===== src/logic/spi_pkg.sv =====
// SPI side definitions shared by the edge synchronizer and the shift engine.
// Import inside a module body; use scoped names in port lists.
`default_nettype none

package spi_pkg;

	localparam int spi_bits_per_byte = 8;                 // one frame carries one byte

	// one data byte as seen on mosi/miso
	typedef logic [spi_bits_per_byte-1:0] spi_byte_t;

	// completed sclk edges in a byte, 0..16
	typedef logic [4:0] spi_bit_cnt_t;

	// two sclk edges per bit
	localparam spi_bit_cnt_t spi_edges_per_byte = spi_bit_cnt_t'(2 * spi_bits_per_byte);

	// shift engine states
	typedef enum logic [2:0] {
		st_idle      = 3'd0,                              // waiting for cs to drop
		st_wait_edge = 3'd1,                              // waiting for next phase edge
		st_edge      = 3'd2,                              // acting on one edge
		st_last_half = 3'd3,                              // last edge seen
		st_done      = 3'd4,                              // byte_done pulse
		st_finish    = 3'd5                               // back to idle
	} spi_state_e;

endpackage

`default_nettype wire


===== src/logic/wb_pkg.sv =====
// Wishbone side definitions: bus widths, register map and status bit layout.
// Used by the register file and by the top level port list.
`default_nettype none

package wb_pkg;

	// 4 byte-wide registers
	typedef logic [1:0] wb_adr_t;

	// 8-bit classic bus data
	typedef logic [7:0] wb_dat_t;

	// register map
	localparam wb_adr_t reg_txdata = 2'd0;                // r/w, byte sent in next frame
	localparam wb_adr_t reg_rxdata = 2'd1;                // ro, read clears rx_valid and overrun
	localparam wb_adr_t reg_status = 2'd2;                // ro, flags below
	// address 3 reads zero, writes dropped

	// status register bit positions
	localparam int stat_rx_valid = 0;                     // unread byte in rxdata
	localparam int stat_overrun = 1;                      // byte lost, sticky until rxdata read
	localparam int stat_busy = 2;                         // cs currently low

endpackage

`default_nettype wire


===== src/logic/spi_edge_sync.sv =====
// Brings cs and sclk into the sys_clk domain and turns them into strobes.
// frame_start/frame_end follow cs edges; sample/shift follow sclk per CPOL/CPHA.
// Pin edge to strobe latency is 3 sys_clk cycles.
`default_nettype none

module spi_edge_sync #(
	parameter bit CPOL = 1'b1,                            // sclk idle level
	parameter bit CPHA = 1'b1                             // 0: sample leading edge, 1: trailing
) (
	input  logic sys_clk,
	input  logic sys_rst_n,
	input  logic cs,                                      // active low, async
	input  logic sclk,                                    // async
	output logic cs_active,
	output logic frame_start,
	output logic frame_end,
	output logic sample_edge,
	output logic shift_edge
);

	// modes 0 and 3 sample on rising, 1 and 2 on falling
	localparam bit sample_on_rise = (CPOL == CPHA);

	logic cs_meta, cs_sync, cs_hist;                      // cs pipeline
	logic sclk_meta, sclk_sync, sclk_hist;                // sclk pipeline
	logic sclk_rise, sclk_fall;

	always_ff @(posedge sys_clk) begin
		if (!sys_rst_n) begin
			cs_meta   <= 1'b1;                            // deselected
			cs_sync   <= 1'b1;
			cs_hist   <= 1'b1;
			sclk_meta <= CPOL;                            // idle level
			sclk_sync <= CPOL;
			sclk_hist <= CPOL;
		end else begin
			cs_meta   <= cs;
			cs_sync   <= cs_meta;
			cs_hist   <= cs_sync;
			sclk_meta <= sclk;
			sclk_sync <= sclk_meta;
			sclk_hist <= sclk_sync;
		end
	end

	assign sclk_rise = sclk_sync & ~sclk_hist;
	assign sclk_fall = ~sclk_sync & sclk_hist;
	assign cs_active = ~cs_hist;                          // lines up with frame strobes

	// registered strobes, sclk gated while cs high
	always_ff @(posedge sys_clk) begin
		if (!sys_rst_n) begin
			frame_start <= 1'b0;
			frame_end   <= 1'b0;
			sample_edge <= 1'b0;
			shift_edge  <= 1'b0;
		end else begin
			frame_start <= cs_hist & ~cs_sync;            // cs fell
			frame_end   <= ~cs_hist & cs_sync;            // cs rose
			sample_edge <= ~cs_sync & (sample_on_rise ? sclk_rise : sclk_fall);
			shift_edge  <= ~cs_sync & (sample_on_rise ? sclk_fall : sclk_rise);
		end
	end

	a_frame_excl: assert property (@(posedge sys_clk) disable iff (!sys_rst_n)
		!(frame_start && frame_end));

endmodule

`default_nettype wire


===== src/logic/spi_slave.sv =====
// Byte shift engine for the SPI slave.
// Counts the 16 sclk phase edges of a frame, samples mosi, shifts miso,
// and pulses byte_done once the byte is complete. cs high aborts.
`default_nettype none

module spi_slave #(
	parameter bit CPHA = 1'b1                             // 1: first leading edge only shifts
) (
	input  logic               sys_clk,
	input  logic               sys_rst_n,
	input  logic               cs_active,
	input  logic               frame_start,
	input  logic               frame_end,
	input  logic               sample_edge,
	input  logic               shift_edge,
	input  logic               mosi,
	input  spi_pkg::spi_byte_t tx_byte,
	output logic               miso,
	output logic               byte_done,
	output spi_pkg::spi_byte_t rx_byte
);

	import spi_pkg::*;

	localparam spi_bit_cnt_t last_edge = spi_edges_per_byte - 5'd1;

	spi_state_e   state;
	spi_bit_cnt_t edge_cnt;                               // edges handled so far
	spi_byte_t    mosi_shift;                             // receive shifter
	spi_byte_t    miso_shift;                             // transmit shifter

	logic lead_edge;                                      // first edge of a sclk period
	logic trail_edge;                                     // second edge of a sclk period
	logic odd_edge;
	logic edge_seen;
	logic abort;
	logic sample_now;
	logic shift_now;

	// for CPHA=1 the leading edge is the shift edge
	assign lead_edge  = CPHA ? shift_edge : sample_edge;
	assign trail_edge = CPHA ? sample_edge : shift_edge;

	assign odd_edge  = edge_cnt[0];
	assign edge_seen = odd_edge ? trail_edge : lead_edge; // alternate phases
	assign abort     = !cs_active || frame_end;           // cs high kills the byte

	// act on the edge held in st_edge, edge_cnt still the old count
	assign sample_now = (state == st_edge) && (odd_edge == CPHA);
	assign shift_now  = (state == st_edge) && (odd_edge != CPHA) &&
		!(CPHA && edge_cnt == '0);                        // CPHA=1 skips very first edge

	always_ff @(posedge sys_clk) begin
		if (!sys_rst_n) begin
			state <= st_idle;
		end else if (abort) begin
			state <= st_idle;
		end else begin
			case (state)
				st_idle: begin
					if (frame_start)
						state <= st_wait_edge;            // one byte per frame
				end
				st_wait_edge: begin
					if (edge_seen)
						state <= st_edge;
				end
				st_edge: begin
					if (edge_cnt == last_edge)
						state <= st_last_half;            // 16th edge
					else
						state <= st_wait_edge;
				end
				st_last_half: state <= st_done;
				st_done:      state <= st_finish;
				st_finish:    state <= st_idle;
				default:      state <= st_idle;
			endcase
		end
	end

	always_ff @(posedge sys_clk) begin
		if (!sys_rst_n)
			edge_cnt <= '0;
		else if (state == st_idle)
			edge_cnt <= '0;                               // fresh count each frame
		else if (state == st_edge)
			edge_cnt <= edge_cnt + 5'd1;
	end

	// miso: load at frame start, msb first
	always_ff @(posedge sys_clk) begin
		if (!sys_rst_n)
			miso_shift <= '0;
		else if (state == st_idle && cs_active)
			miso_shift <= tx_byte;                        // tx register sampled here
		else if (shift_now)
			miso_shift <= {miso_shift[spi_bits_per_byte-2:0], 1'b0};
	end

	// mosi is stable for half a sclk period around the sample edge
	always_ff @(posedge sys_clk) begin
		if (sample_now)
			mosi_shift <= {mosi_shift[spi_bits_per_byte-2:0], mosi};
	end

	assign miso      = miso_shift[spi_bits_per_byte-1];
	assign rx_byte   = mosi_shift;                        // valid from byte_done on
	assign byte_done = (state == st_done);

	a_done_cnt: assert property (@(posedge sys_clk) disable iff (!sys_rst_n)
		byte_done |-> edge_cnt == spi_edges_per_byte);

	a_idle_cs: assert property (@(posedge sys_clk) disable iff (!sys_rst_n)
		!cs_active |=> state == st_idle);

endmodule

`default_nettype wire


===== src/logic/spi_wb_regs.sv =====
// Wishbone classic register file for the SPI slave.
// Holds txdata, rxdata and status flags; ack one cycle after the request.
// irq follows rx_valid.
`default_nettype none

module spi_wb_regs (
	input  logic               sys_clk,
	input  logic               sys_rst_n,
	input  logic               wb_cyc,
	input  logic               wb_stb,
	input  logic               wb_we,
	input  wb_pkg::wb_adr_t    wb_adr,
	input  wb_pkg::wb_dat_t    wb_dat_w,
	output wb_pkg::wb_dat_t    wb_dat_r,
	output logic               wb_ack,
	output logic               irq,
	input  logic               byte_done,
	input  logic               cs_active,
	input  spi_pkg::spi_byte_t rx_byte,
	output spi_pkg::spi_byte_t tx_byte
);

	import wb_pkg::*;
	import spi_pkg::*;

	logic      req;                                       // new request this cycle
	logic      wr_en;
	logic      rd_en;
	logic      rx_clear;                                  // rxdata read
	logic      rx_valid;
	logic      overrun;
	spi_byte_t tx_data;
	spi_byte_t rx_data;
	wb_dat_t   status;
	wb_dat_t   rd_mux;

	// the ack cycle itself is not a new request
	assign req      = wb_cyc & wb_stb & ~wb_ack;
	assign wr_en    = req & wb_we;
	assign rd_en    = req & ~wb_we;
	assign rx_clear = rd_en && (wb_adr == reg_rxdata);

	always_ff @(posedge sys_clk) begin
		if (!sys_rst_n)
			wb_ack <= 1'b0;
		else
			wb_ack <= req;                                // single cycle, no wait states
	end

	// write lands on the ack edge
	always_ff @(posedge sys_clk) begin
		if (!sys_rst_n)
			tx_data <= '0;
		else if (wr_en && wb_adr == reg_txdata)
			tx_data <= wb_dat_w;
	end

	// receive side; SPI cannot stall so a new byte always wins
	always_ff @(posedge sys_clk) begin
		if (!sys_rst_n) begin
			rx_data  <= '0;
			rx_valid <= 1'b0;
			overrun  <= 1'b0;
		end else if (byte_done) begin
			rx_data  <= rx_byte;
			rx_valid <= 1'b1;
			overrun  <= rx_clear ? 1'b0 : (overrun | rx_valid); // unread byte dropped
		end else if (rx_clear) begin
			rx_valid <= 1'b0;
			overrun  <= 1'b0;
		end
	end

	always_comb begin
		status                = '0;
		status[stat_rx_valid] = rx_valid;
		status[stat_overrun]  = overrun;
		status[stat_busy]     = cs_active;                // frame in progress
	end

	always_comb begin
		case (wb_adr)
			reg_txdata: rd_mux = tx_data;
			reg_rxdata: rd_mux = rx_data;
			reg_status: rd_mux = status;
			default:    rd_mux = '0;                      // address 3
		endcase
	end

	// read data held through the ack cycle
	always_ff @(posedge sys_clk) begin
		if (rd_en)
			wb_dat_r <= rd_mux;
	end

	assign tx_byte = tx_data;
	assign irq     = rx_valid;

	a_ack_single: assert property (@(posedge sys_clk) disable iff (!sys_rst_n)
		wb_ack |=> !wb_ack);

endmodule

`default_nettype wire


===== src/logic/spi_wb_top.sv =====
// SPI slave peripheral top level with a Wishbone classic host port.
// Wires the cs/sclk synchronizer, the byte shift engine and the registers.
`default_nettype none

module spi_wb_top #(
	parameter bit CPOL = 1'b1,                            // sclk idles high
	parameter bit CPHA = 1'b1                             // sample on trailing edge
) (
	input  logic            sys_clk,
	input  logic            sys_rst_n,
	input  logic            cs,                           // from external master
	input  logic            sclk,
	input  logic            mosi,
	output logic            miso,                         // pad ring does the tristate
	input  logic            wb_cyc,
	input  logic            wb_stb,
	input  logic            wb_we,
	input  wb_pkg::wb_adr_t wb_adr,
	input  wb_pkg::wb_dat_t wb_dat_w,
	output wb_pkg::wb_dat_t wb_dat_r,
	output logic            wb_ack,
	output logic            irq
);

	import spi_pkg::*;

	logic      cs_active;
	logic      frame_start;
	logic      frame_end;
	logic      sample_edge;
	logic      shift_edge;
	logic      byte_done;
	spi_byte_t tx_byte;                                   // regs to shifter
	spi_byte_t rx_byte;                                   // shifter to regs

	spi_edge_sync #(
		.CPOL (CPOL),
		.CPHA (CPHA)
	) u_edge_sync (
		.sys_clk     (sys_clk),
		.sys_rst_n   (sys_rst_n),
		.cs          (cs),
		.sclk        (sclk),
		.cs_active   (cs_active),
		.frame_start (frame_start),
		.frame_end   (frame_end),
		.sample_edge (sample_edge),
		.shift_edge  (shift_edge)
	);

	spi_slave #(
		.CPHA (CPHA)
	) u_spi_slave (
		.sys_clk     (sys_clk),
		.sys_rst_n   (sys_rst_n),
		.cs_active   (cs_active),
		.frame_start (frame_start),
		.frame_end   (frame_end),
		.sample_edge (sample_edge),
		.shift_edge  (shift_edge),
		.mosi        (mosi),
		.tx_byte     (tx_byte),
		.miso        (miso),
		.byte_done   (byte_done),
		.rx_byte     (rx_byte)
	);

	spi_wb_regs u_wb_regs (
		.sys_clk   (sys_clk),
		.sys_rst_n (sys_rst_n),
		.wb_cyc    (wb_cyc),
		.wb_stb    (wb_stb),
		.wb_we     (wb_we),
		.wb_adr    (wb_adr),
		.wb_dat_w  (wb_dat_w),
		.wb_dat_r  (wb_dat_r),
		.wb_ack    (wb_ack),
		.irq       (irq),
		.byte_done (byte_done),
		.cs_active (cs_active),
		.rx_byte   (rx_byte),
		.tx_byte   (tx_byte)
	);

endmodule

`default_nettype wire


===== config.mk =====
export PLATFORM = sky130hd
export DESIGN_NAME = spi_wb_top
export DESIGN_NICKNAME = d
export VERILOG_FILES = /design/src/logic/spi_pkg.sv /design/src/logic/wb_pkg.sv /design/src/logic/spi_edge_sync.sv /design/src/logic/spi_slave.sv /design/src/logic/spi_wb_regs.sv /design/src/logic/spi_wb_top.sv
export SDC_FILE = /design/constraint.sdc
export NUM_CORES = 1
export LEC_CHECK = 0
export BUFFER_PORTS_ARGS = -buffer_cell sky130_fd_sc_hd__buf_4
export CAP_MARGIN = 30
export CORE_ASPECT_RATIO = 0.75
export CORE_UTILIZATION = 25
export CTS_BUF_LIST = sky130_fd_sc_hd__clkbuf_4 sky130_fd_sc_hd__clkbuf_8 sky130_fd_sc_hd__clkbuf_16
export DETAILED_ROUTE_END_ITERATION = 10
export GPL_ROUTABILITY_DRIVEN = 0
export HOLD_SLACK_MARGIN = 0.05
export PLACE_DENSITY_LB_ADDON = 0.05
export SYNTH_ARGS = -nofsm -noshare
export SYNTH_HDL_FRONTEND = slang
export SYNTH_HIERARCHICAL = 1
export SYNTH_SLANG_ARGS = --single-unit

===== constraint.sdc =====
create_clock -name sys_clk -period 1.6 [get_ports sys_clk]
set_input_delay 0.16 -clock sys_clk [delete_from_list [all_inputs] [get_ports sys_clk]]
set_output_delay 0.16 -clock sys_clk [all_outputs]
set_load 0.005 [all_outputs]

==> impl_metrics.py, run 1 <==
metrics = {
    "sta": {
        "fin_skew_ns": 0.00563,
        "fin_tns_setup_ns": 0,
        "finalMaxSlewViolations": 0,
        "finalSetupViolCount": 0,
        "finalCriticalPeriod_ns": 1.49,
        "fin_hold_ws_ns": 0.0893,
        "tightest_slew_ns": 0.543,
        "fin_crit_sh": 0.929,
        "relSlewSlack": 0.633,
        "grt_setup_unrepaired": "false",
        "hold_viol": 0,
        "max_freq_mhz": 673,
    },
    "finish": {
        "final_cell_mix": "45 x dfxtp_1, 43 x buf_4, 25 x nor2_1",
        "drive_gt1_frac": 0.266,
        "antenna_cells": 0,
        "area_growth_pct": 29.6,
        "final_common_cell": "dfxtp_1",
        "nets": 298,
        "final_core_util": 0.338,
    },
    "die": {
        "die_w_um": 119,
        "ioPinCount": 29,
        "start_util": 0.261,
        "dieArea_mm2": 0.0106,
        "core_area_mm2": 0.00981,
        "rows": 31,
        "die_h_um": 89.6,
    },
    "setup_path": {
        "path_max_fanout": 4,
        "crit_path_end_kind": "flop",
        "critPathTopFamily": "adder cells",
        "path_class": "reg -> reg",
        "startpoint": "u_spi_slave/edge_cnt[0]",
        "crit_buf_inv": 1,
        "path_cells": "buf_4 -> ha_1 -> and3_1 -> ha_1 -> nand3b_1 -> a21boi_1",
        "crit_cells": 6,
        "critPathLaunchType": "flop",
        "r2r_end": "u_spi_slave/edge_cnt[4]",
        "worstPathRequired_ns": 1.85,
        "crit_top_cell": "ha_1",
        "r2r_setup_slack_ns": 0.11,
        "crit_slowest_cell": "dfxtp_1",
        "r2r-start": "u_spi_slave/edge_cnt[0]",
        "crit_end": "u_spi_slave/edge_cnt[4]",
        "reg2reg_depth": 6,
        "cp.arrival_ns": 1.74,
        "max_stage_delay_ns": 0.31,
    },
    "drt": {
        "routed_wl_mm": 5.79,
        "route.detailed.drc": 0,
        "viasPerCell": 4.30,
        "first_pass_iters": 4,
        "num_vias": 1780,
        "postRouteAntennaNets": 0,
        "post_drt_wl_per_cell_um": 14.0,
        "drt_iter0_markers": 71,
    },
    "global_route": {
        "grt_pass1_wl_mm": 9.11,
        "first_global_vias": 1674,
        "antenna_found_initial": 0,
        "grt_use_total": 0.118,
        "grt_max_degree": 29,
        "grt_overflow": 0,
    },
    "place": {
        "port_buffers": 28,
        "hpwl_mm": 4.04,
    },
    "clocking": {
        "clk_path_buf_depth": 2,
        "clk_root_buffer_cell": "clkbuf_16",
        "cts_tree": "yes",
        "cts_made_buffers": 9,
        "clkTransAtPathRegs_ns": 0.05,
        "htreeDepth": 3,
        "post-cts-setup-buffer-count": 0,
        "clock_latency_ns": 0.33,
        "cts_sinks": 61,
    },
    "status": {
        "status": "complete, no violations",
    },
    "job": {
        "drv_cap": 0,
    },
    "hold_path": {
        "min_path_type": "in -> reg",
    },
    "power": {
        "power_density_mw_per_mm2": 1150,
        "ir_worst_vdd_uv": 477,
        "power_leakage_nw": 1.25,
    },
    "synthesis": {
        "synthDistinctLibCells": 42,
        "ys_async_sr_fraction": 0,
        "yosysSeqAreaShare": 0.540,
        "syn_nets": 255,
        "yosysWarnings": 6,
        "synth_edf_count": 16,
        "post_synth.cell_area_avg_um2": 10.9,
        "synth-seq-cells": 61,
        "synth_ff_type": "dfxtp_1",
        "synth_area_mm2": 0.00256,
        "postSynthCellCount": 234,
    },
}
report_power, final:
part / total (W) / leakage (nW) / internal (W) / switching [W]
logic: 0.000148 / 0.574 / 0.0000755 / 0.0000724
registers: 0.00161 / 0.513 / 0.00160 / 0.0000101
clock network: 0.00205 / 0.158 / 0.00137 / 0.000680
total: 0.00381 / 1.25 / 0.00305 / 0.000762
stage by stage:
| step | std cells | setup WS [ns] | total power (W) | instance area [µm²] |
|---|---|---|---|---|
| floorplan | 234 | 0.00694 | 0.00172 | 2560 |
| CTS | 414 | 0.0693 | 0.00387 | 3310 |
| detailed placement | 395 | 0.0812 | 0.00179 | 2960 |
| global placement | 395 | 0.0803 | 0.00179 | 2960 |
| global route | 414 | 0.0000134 | 0.00395 | 3320 |
| finish | 414 | 0.114 | 0.00381 | 3320 |
worst min-delay path: cells and delay by family:
kind | cells | cell delay [ns]
buffers and inverters | 1 | 0.11
multiplexers | 1 | 0.05
AND/OR/NAND/NOR | 1 | 0.05
routing by layer:
| layer | wire [µm] | global-route usage | part of all wire | vias up |
|---|---|---|---|---|
| met2 | 2230 | 0.148 | 0.39 | 33 |
| met3 | 254 | 0.0448 | 0.044 | 8 |
| met5 | 0 | 0 | 0 | - |
| li1 | - | - | - | 918 |
| met4 | 85 | 0.0518 | 0.015 | 0 |
| met1 | 3220 | 0.173 | 0.56 | 821 |
final cells by class:
class,count,area [µm²]
inverter,7,26.3
tap,132,165
timing repair buffer,46,353
multi-input combinational,152,1070
clock inverter,3,42.5
fill,1017,6500
sequential,61,1380
clock buffer,13,279
how the worst min path moves through the flow:
stage | start | to | slack [ns] | cells after the start
floorplan | sys_rst_n | u_edge_sync/cs_meta | 0.23 | 1
global placement | mosi | u_spi_slave/rx_byte[0] | 0.34 | 1
detailed placement | mosi | u_spi_slave/rx_byte[0] | 0.34 | 1
CTS | wb_dat_w[0] | u_wb_regs/tx_byte[0] | 0.08 | 3
global route | wb_dat_w[0] | u_wb_regs/tx_byte[0] | 0.09 | 3
finish | wb_dat_w[0] | u_wb_regs/tx_byte[0] | 0.09 | 3
state kept, by name (all words and copies together), names as in the netlist, 3 cells and up:
signal,count
u_wb_regs/rx_data,8
u_spi_slave/edge_cnt,5
u_spi_slave/miso_shift,8
u_spi_slave/rx_byte,8
u_wb_regs/tx_byte,8
u_spi_slave/state,3
u_wb_regs/wb_dat_r,8
timing repair:
item | in CTS | in global routing
hold endpoints to repair | 3 | 0
endpoints found under the setup margin | 0 | 8
resized for setup | 0 | 3
hold buffers | 3 | 0
synth_stat cells (3+ instances only):
cell type  instances  area [µm²]
dfxtp_1           45         901
nor2_1            25        93.8
mux2i_1           24         240
nand2_1           22        82.6
edfxtp_1          16         480
o21ai_0           14        70.1
nor3_1             9        45.0
a211oi_2           7        87.6
inv_1              6        22.5
nand2b_1           6        37.5
buf_2              5        25.0
a21boi_0           4        30.0
a21oi_1            4        20.0
buf_6              4        45.0
clkbuf_1           4        15.0
ha_1               3        37.5
nand3b_1           3        22.5
nor2b_1            3        18.8
logic make-up (layout without fill, tap and decap cells):
group,Yosys count,in the layout,share of synthesized area
fa+ha+maj,3,3,0.0147
mux,25,25,0.0983
flops,61,61,0.540
buf+inv,21,69,0.0450
compound gates,37,37,0.105
simple gates,87,87,0.197
Power figures use the tool's default switching activity.
==> run 2, diff against run 1 <==
Settings changed: CTS_BUF_LIST sky130_fd_sc_hd__clkbuf_4 sky130_fd_sc_hd__clkbuf_8 sky130_fd_sc_hd__clkbuf_16 to default.
==> impl_metrics.py, run 2 (synthesis results as in run 1) <==
metrics = {
    "setup_path": {
        "reg2reg_depth": 6,
        "cp.arrival_ns": 1.74,
        "r2r_end": "u_spi_slave/edge_cnt[4]",
        "crit_buf_inv": 1,
        "crit_slowest_cell": "dfxtp_1",
        "path_class": "reg -> reg",
        "critPathLaunchType": "flop",
        "crit_path_end_kind": "flop",
        "path_max_fanout": 4,
        "critPathTopFamily": "adder cells",
        "worstPathRequired_ns": 1.86,
        "r2r-start": "u_spi_slave/edge_cnt[0]",
        "max_stage_delay_ns": 0.31,
        "r2r_setup_slack_ns": 0.11,
        "crit_top_cell": "ha_1",
        "path_cells": "buf_4 -> ha_1 -> and3_1 -> ha_1 -> nand3b_1 -> a21boi_1",
    },
    "hold_path": {
        "min_path_type": "in -> reg",
        "hold_end": "u_wb_regs/tx_byte[0]",
        "hp-start": "wb_dat_w[0]",
        "whs_path_depth": 3,
    },
    "finish": {
        "final_common_cell": "dfxtp_1",
        "antenna_cells": 0,
        "nets": 298,
        "drive_gt1_frac": 0.259,
        "final_area_mm2": 0.00331,
        "final_core_util": 0.337,
        "num-fill-cells": 1015,
        "seqCellArea_mm2": 0.00138,
        "multi_input_area_mm2": 0.00107,
        "area_growth_pct": 29.3,
        "final_cell_mix": "45 x dfxtp_1, 43 x buf_4, 25 x nor2_1",
    },
    "global_route": {
        "grt_use_total": 0.118,
        "antenna_found_initial": 0,
        "grt_pass1_wl_mm": 9.11,
        "grt_max_degree": 29,
        "first_global_vias": 1676,
        "grt_overflow": 0,
    },
    "sta": {
        "finalSetupViolCount": 0,
        "tightest_slew_ns": 0.539,
        "grt_setup_unrepaired": "false",
        "finalMaxSlewViolations": 0,
        "fin_tns_setup_ns": 0,
        "setup_ws_ns": 0.115,
        "finalCriticalPeriod_ns": 1.49,
        "fin_crit_sh": 0.928,
        "max_freq_mhz": 673,
        "fin_skew_ns": 0.00650,
        "hold_viol": 0,
        "relSlewSlack": 0.635,
    },
    "drt": {
        "route.detailed.drc": 0,
        "drt_iter0_markers": 63,
        "routed_wl_mm": 5.75,
        "num_vias": 1764,
        "post_drt_wl_per_cell_um": 13.9,
        "first_pass_iters": 4,
        "postRouteAntennaNets": 0,
        "viasPerCell": 4.26,
    },
    "status": {
        "status": "complete, no violations",
    },
    "die": {
        "die_w_um": 119,
        "start_util": 0.261,
        "die_h_um": 89.6,
        "rows": 31,
        "core_area_mm2": 0.00981,
        "ioPinCount": 29,
        "dieArea_mm2": 0.0106,
    },
    "clocking": {
        "post-cts-setup-buffer-count": 0,
        "clock_latency_ns": 0.33,
        "cts_sinks": 61,
        "clkTransAtPathRegs_ns": 0.06,
        "htreeDepth": 3,
        "clk_root_buffer_cell": "clkbuf_16",
        "cts_made_buffers": 9,
        "clk_path_buf_depth": 2,
        "cts_tree": "yes",
    },
    "power": {
        "power_density_mw_per_mm2": 1140,
        "power.total_w": 0.00378,
        "power_leakage_nw": 1.24,
        "ir_worst_vdd_uv": 472,
    },
    "place": {
        "dp_slack_ns": 0.0812,
        "port_buffers": 28,
        "hpwl_mm": 4.04,
        "place_area_mm2": 0.00296,
    },
    "job": {
        "drv_cap": 0,
    },
}
run 2: timing repair:
item                                   in CTS  in global routing
endpoints found under the hold margin       3                  0
setup endpoints to repair                   0                  8
hold buffers                                3                  0
gates resized for setup                     0                  4
run 2: how the worst max path moves through the flow:
stage                     cells past startpoint                   endpoint               startpoint  slack, ns
after floorplan                               6  u_spi_slave/miso_shift[1]     u_spi_slave/state[2]      0.007
after global placement                        3  u_spi_slave/miso_shift[4]  u_spi_slave/edge_cnt[0]       0.08
after detailed placement                      3  u_spi_slave/miso_shift[7]  u_spi_slave/edge_cnt[0]       0.08
after CTS                                     3  u_spi_slave/miso_shift[7]  u_spi_slave/edge_cnt[0]       0.07
after global routing                          6    u_spi_slave/edge_cnt[4]  u_spi_slave/edge_cnt[0]       0.02
final                                         6    u_spi_slave/edge_cnt[4]  u_spi_slave/edge_cnt[0]       0.11
run 2: cell type report:
type / instances / area share
clock inverters: 3 / 0.0129
flip-flops and latches: 61 / 0.417
clock buffers: 13 / 0.0820
repair buffers: 46 / 0.107
multi-input cells: 152 / 0.323
inverters: 7 / 0.00794
well taps: 132 / 0.0499
run 2: worst reg2reg max path, stage by stage (launching register included):
cell,delay [ns]
dfxtp_1,0.31
buf_4,0.15
ha_1,0.22
and3_1,0.19
ha_1,0.26
nand3b_1,0.15
a21boi_1,0.14
run 2: routing by layer:
layer / up-vias / track usage / part of all wire
met2: 29 / 0.147 / 0.38
met1: 811 / 0.174 / 0.56
li1: 916 / - / -
met3: 8 / 0.0448 / 0.042
met5: - / 0 / 0
met4: 0 / 0.0518 / 0.015
run 2: report_power, final:
group | internal (W) | switching (W)
registers | 0.00160 | 0.0000102
logic | 0.0000756 | 0.0000727
clock network | 0.00134 | 0.000681
run 2: through the flow:
step	std cells	hold slack, ns
floorplan	234	0.233
global placement	395	0.340
detailed placement	395	0.341
CTS	414	0.0802
global route	414	0.0931
finish	414	0.0880
==> run 3, diff against run 2 <==
Settings changed: BUFFER_PORTS_ARGS -buffer_cell sky130_fd_sc_hd__buf_4 to default, CORE_ASPECT_RATIO 0.75 to 0.6, DONT_BUFFER_PORTS from default to 1, SKIP_CTS_REPAIR_TIMING from default to 1.
==> impl_metrics.py, run 3 (synthesis results as in run 1) <==
metrics = {
    "status": {
        "status": "complete, no violations",
    },
    "sta": {
        "max_freq_mhz": 681,
        "finalSetupViolCount": 0,
        "hold_viol": 0,
        "finalMaxSlewViolations": 0,
        "setup_ws_ns": 0.131,
        "fin_hold_ws_ns": 0.0436,
        "fin_skew_ns": 0.00588,
        "grt_setup_unrepaired": "false",
        "tightest_slew_ns": 0.397,
        "fin_crit_sh": 0.918,
        "finalCriticalPeriod_ns": 1.47,
        "fin_tns_setup_ns": 0,
        "relSlewSlack": 0.732,
    },
    "finish": {
        "final_cell_mix": "45 x dfxtp_1, 25 x nor2_1, 24 x mux2i_1",
        "multi_input_area_mm2": 0.00107,
        "area_growth_pct": 24.9,
        "drive_gt1_frac": 0.177,
        "final_core_util": 0.322,
        "nets": 282,
        "final_common_cell": "dfxtp_1",
        "num-fill-cells": 1039,
        "seqCellArea_mm2": 0.00138,
        "final_area_mm2": 0.00320,
        "antenna_cells": 0,
    },
    "global_route": {
        "grt_overflow": 0,
        "grt_pass1_wl_mm": 9.59,
        "grt_use_total": 0.126,
        "grt_util_met2": 0.147,
        "grt_use_met3": 0.0467,
        "use_met1": 0.190,
        "grt_max_degree": 44,
        "grt-busiest-layer": "met1",
        "first_global_vias": 1675,
        "antenna_found_initial": 0,
    },
    "drt": {
        "viasPerCell": 4.33,
        "first_pass_iters": 4,
        "drt_iter0_markers": 111,
        "post_drt_wl_per_cell_um": 15.3,
        "postRouteAntennaNets": 0,
        "routed_wl_mm": 6.14,
        "num_vias": 1737,
        "route.detailed.drc": 0,
    },
    "power": {
        "power_density_mw_per_mm2": 1080,
        "power_leakage_nw": 1.14,
        "ir_worst_vdd_uv": 532,
    },
    "die": {
        "die_w_um": 133,
        "core_area_mm2": 0.00991,
        "ioPinCount": 29,
        "rows": 28,
        "dieArea_mm2": 0.0107,
        "start_util": 0.258,
        "die_h_um": 80.4,
    },
    "setup_path": {
        "crit_path_end_kind": "flop",
        "path_class": "reg -> reg",
        "critPathLaunchType": "flop",
        "cp.arrival_ns": 1.67,
        "worstPathRequired_ns": 1.81,
        "path_max_fanout": 11,
    },
    "hold_path": {
        "min_path_type": "in -> reg",
    },
    "clocking": {
        "clkTransAtPathRegs_ns": 0.06,
        "cts_sinks": 61,
        "htreeDepth": 3,
        "cts_made_buffers": 9,
        "clock_latency_ns": 0.33,
        "cts_tree": "yes",
        "clk_path_buf_depth": 2,
        "clk_root_buffer_cell": "clkbuf_16",
    },
    "place": {
        "port_buffers": 0,
        "place_area_mm2": 0.00277,
        "dp_slack_ns": 0.0277,
        "hpwl_mm": 4.12,
    },
    "job": {
        "drv_cap": 0,
    },
}
## run 3: worst max-delay path, stage by stage, from the launching register on
cell,delay (ns)
dfxtp_1,0.44
buf_4,0.20
nor3b_2,0.26
buf_12,0.19
mux2i_1,0.19
nor2_1,0.05
## run 3: cell type report
cell class	count	share of cell area
timing repair buffer	30	0.0893
sequential	61	0.432
multi-input combinational	152	0.336
clock inverter	5	0.00861
tap	135	0.0529
clock buffer	11	0.0728
inverter	7	0.00822
## run 3: metrics by stage
step	total power, W	std cells
3_3_place_gp	0.00172	370
4_1_cts	0.00348	386
5_1_grt	0.00360	401
2_1_floorplan	0.00172	234
3_5_place_dp	0.00172	370
6_report	0.00346	401
## run 3: worst paths after layout
check	start	slack (ns)	cells past startpoint	to
worst max-delay path	u_spi_slave/state[2]	0.13	5	u_wb_regs/rx_data[1]
worst min register to register	u_edge_sync/cs_meta	0.41	1	u_edge_sync/cs_sync
worst max register to register	u_spi_slave/state[2]	0.13	5	u_wb_regs/rx_data[1]
worst min-delay path	sys_rst_n	0.04	2	u_spi_slave/miso_shift[6]
## run 3: where the power goes
| group | internal, W | total [W] | leakage (nW) | switching (W) |
|---|---|---|---|---|
| logic | 0.0000651 | 0.000121 | 0.495 | 0.0000562 |
| clock network | 0.00104 | 0.00172 | 0.129 | 0.000686 |
| registers | 0.00160 | 0.00161 | 0.513 | 0.0000125 |
| total | 0.00270 | 0.00346 | 1.14 | 0.000754 |
## run 3: metal layers
metal | wire length, µm | vias to the layer above
met5 | 0 | -
met4 | 86 | 0
met3 | 292 | 8
met2 | 2120 | 32
met1 | 3640 | 811
li1 | - | 886
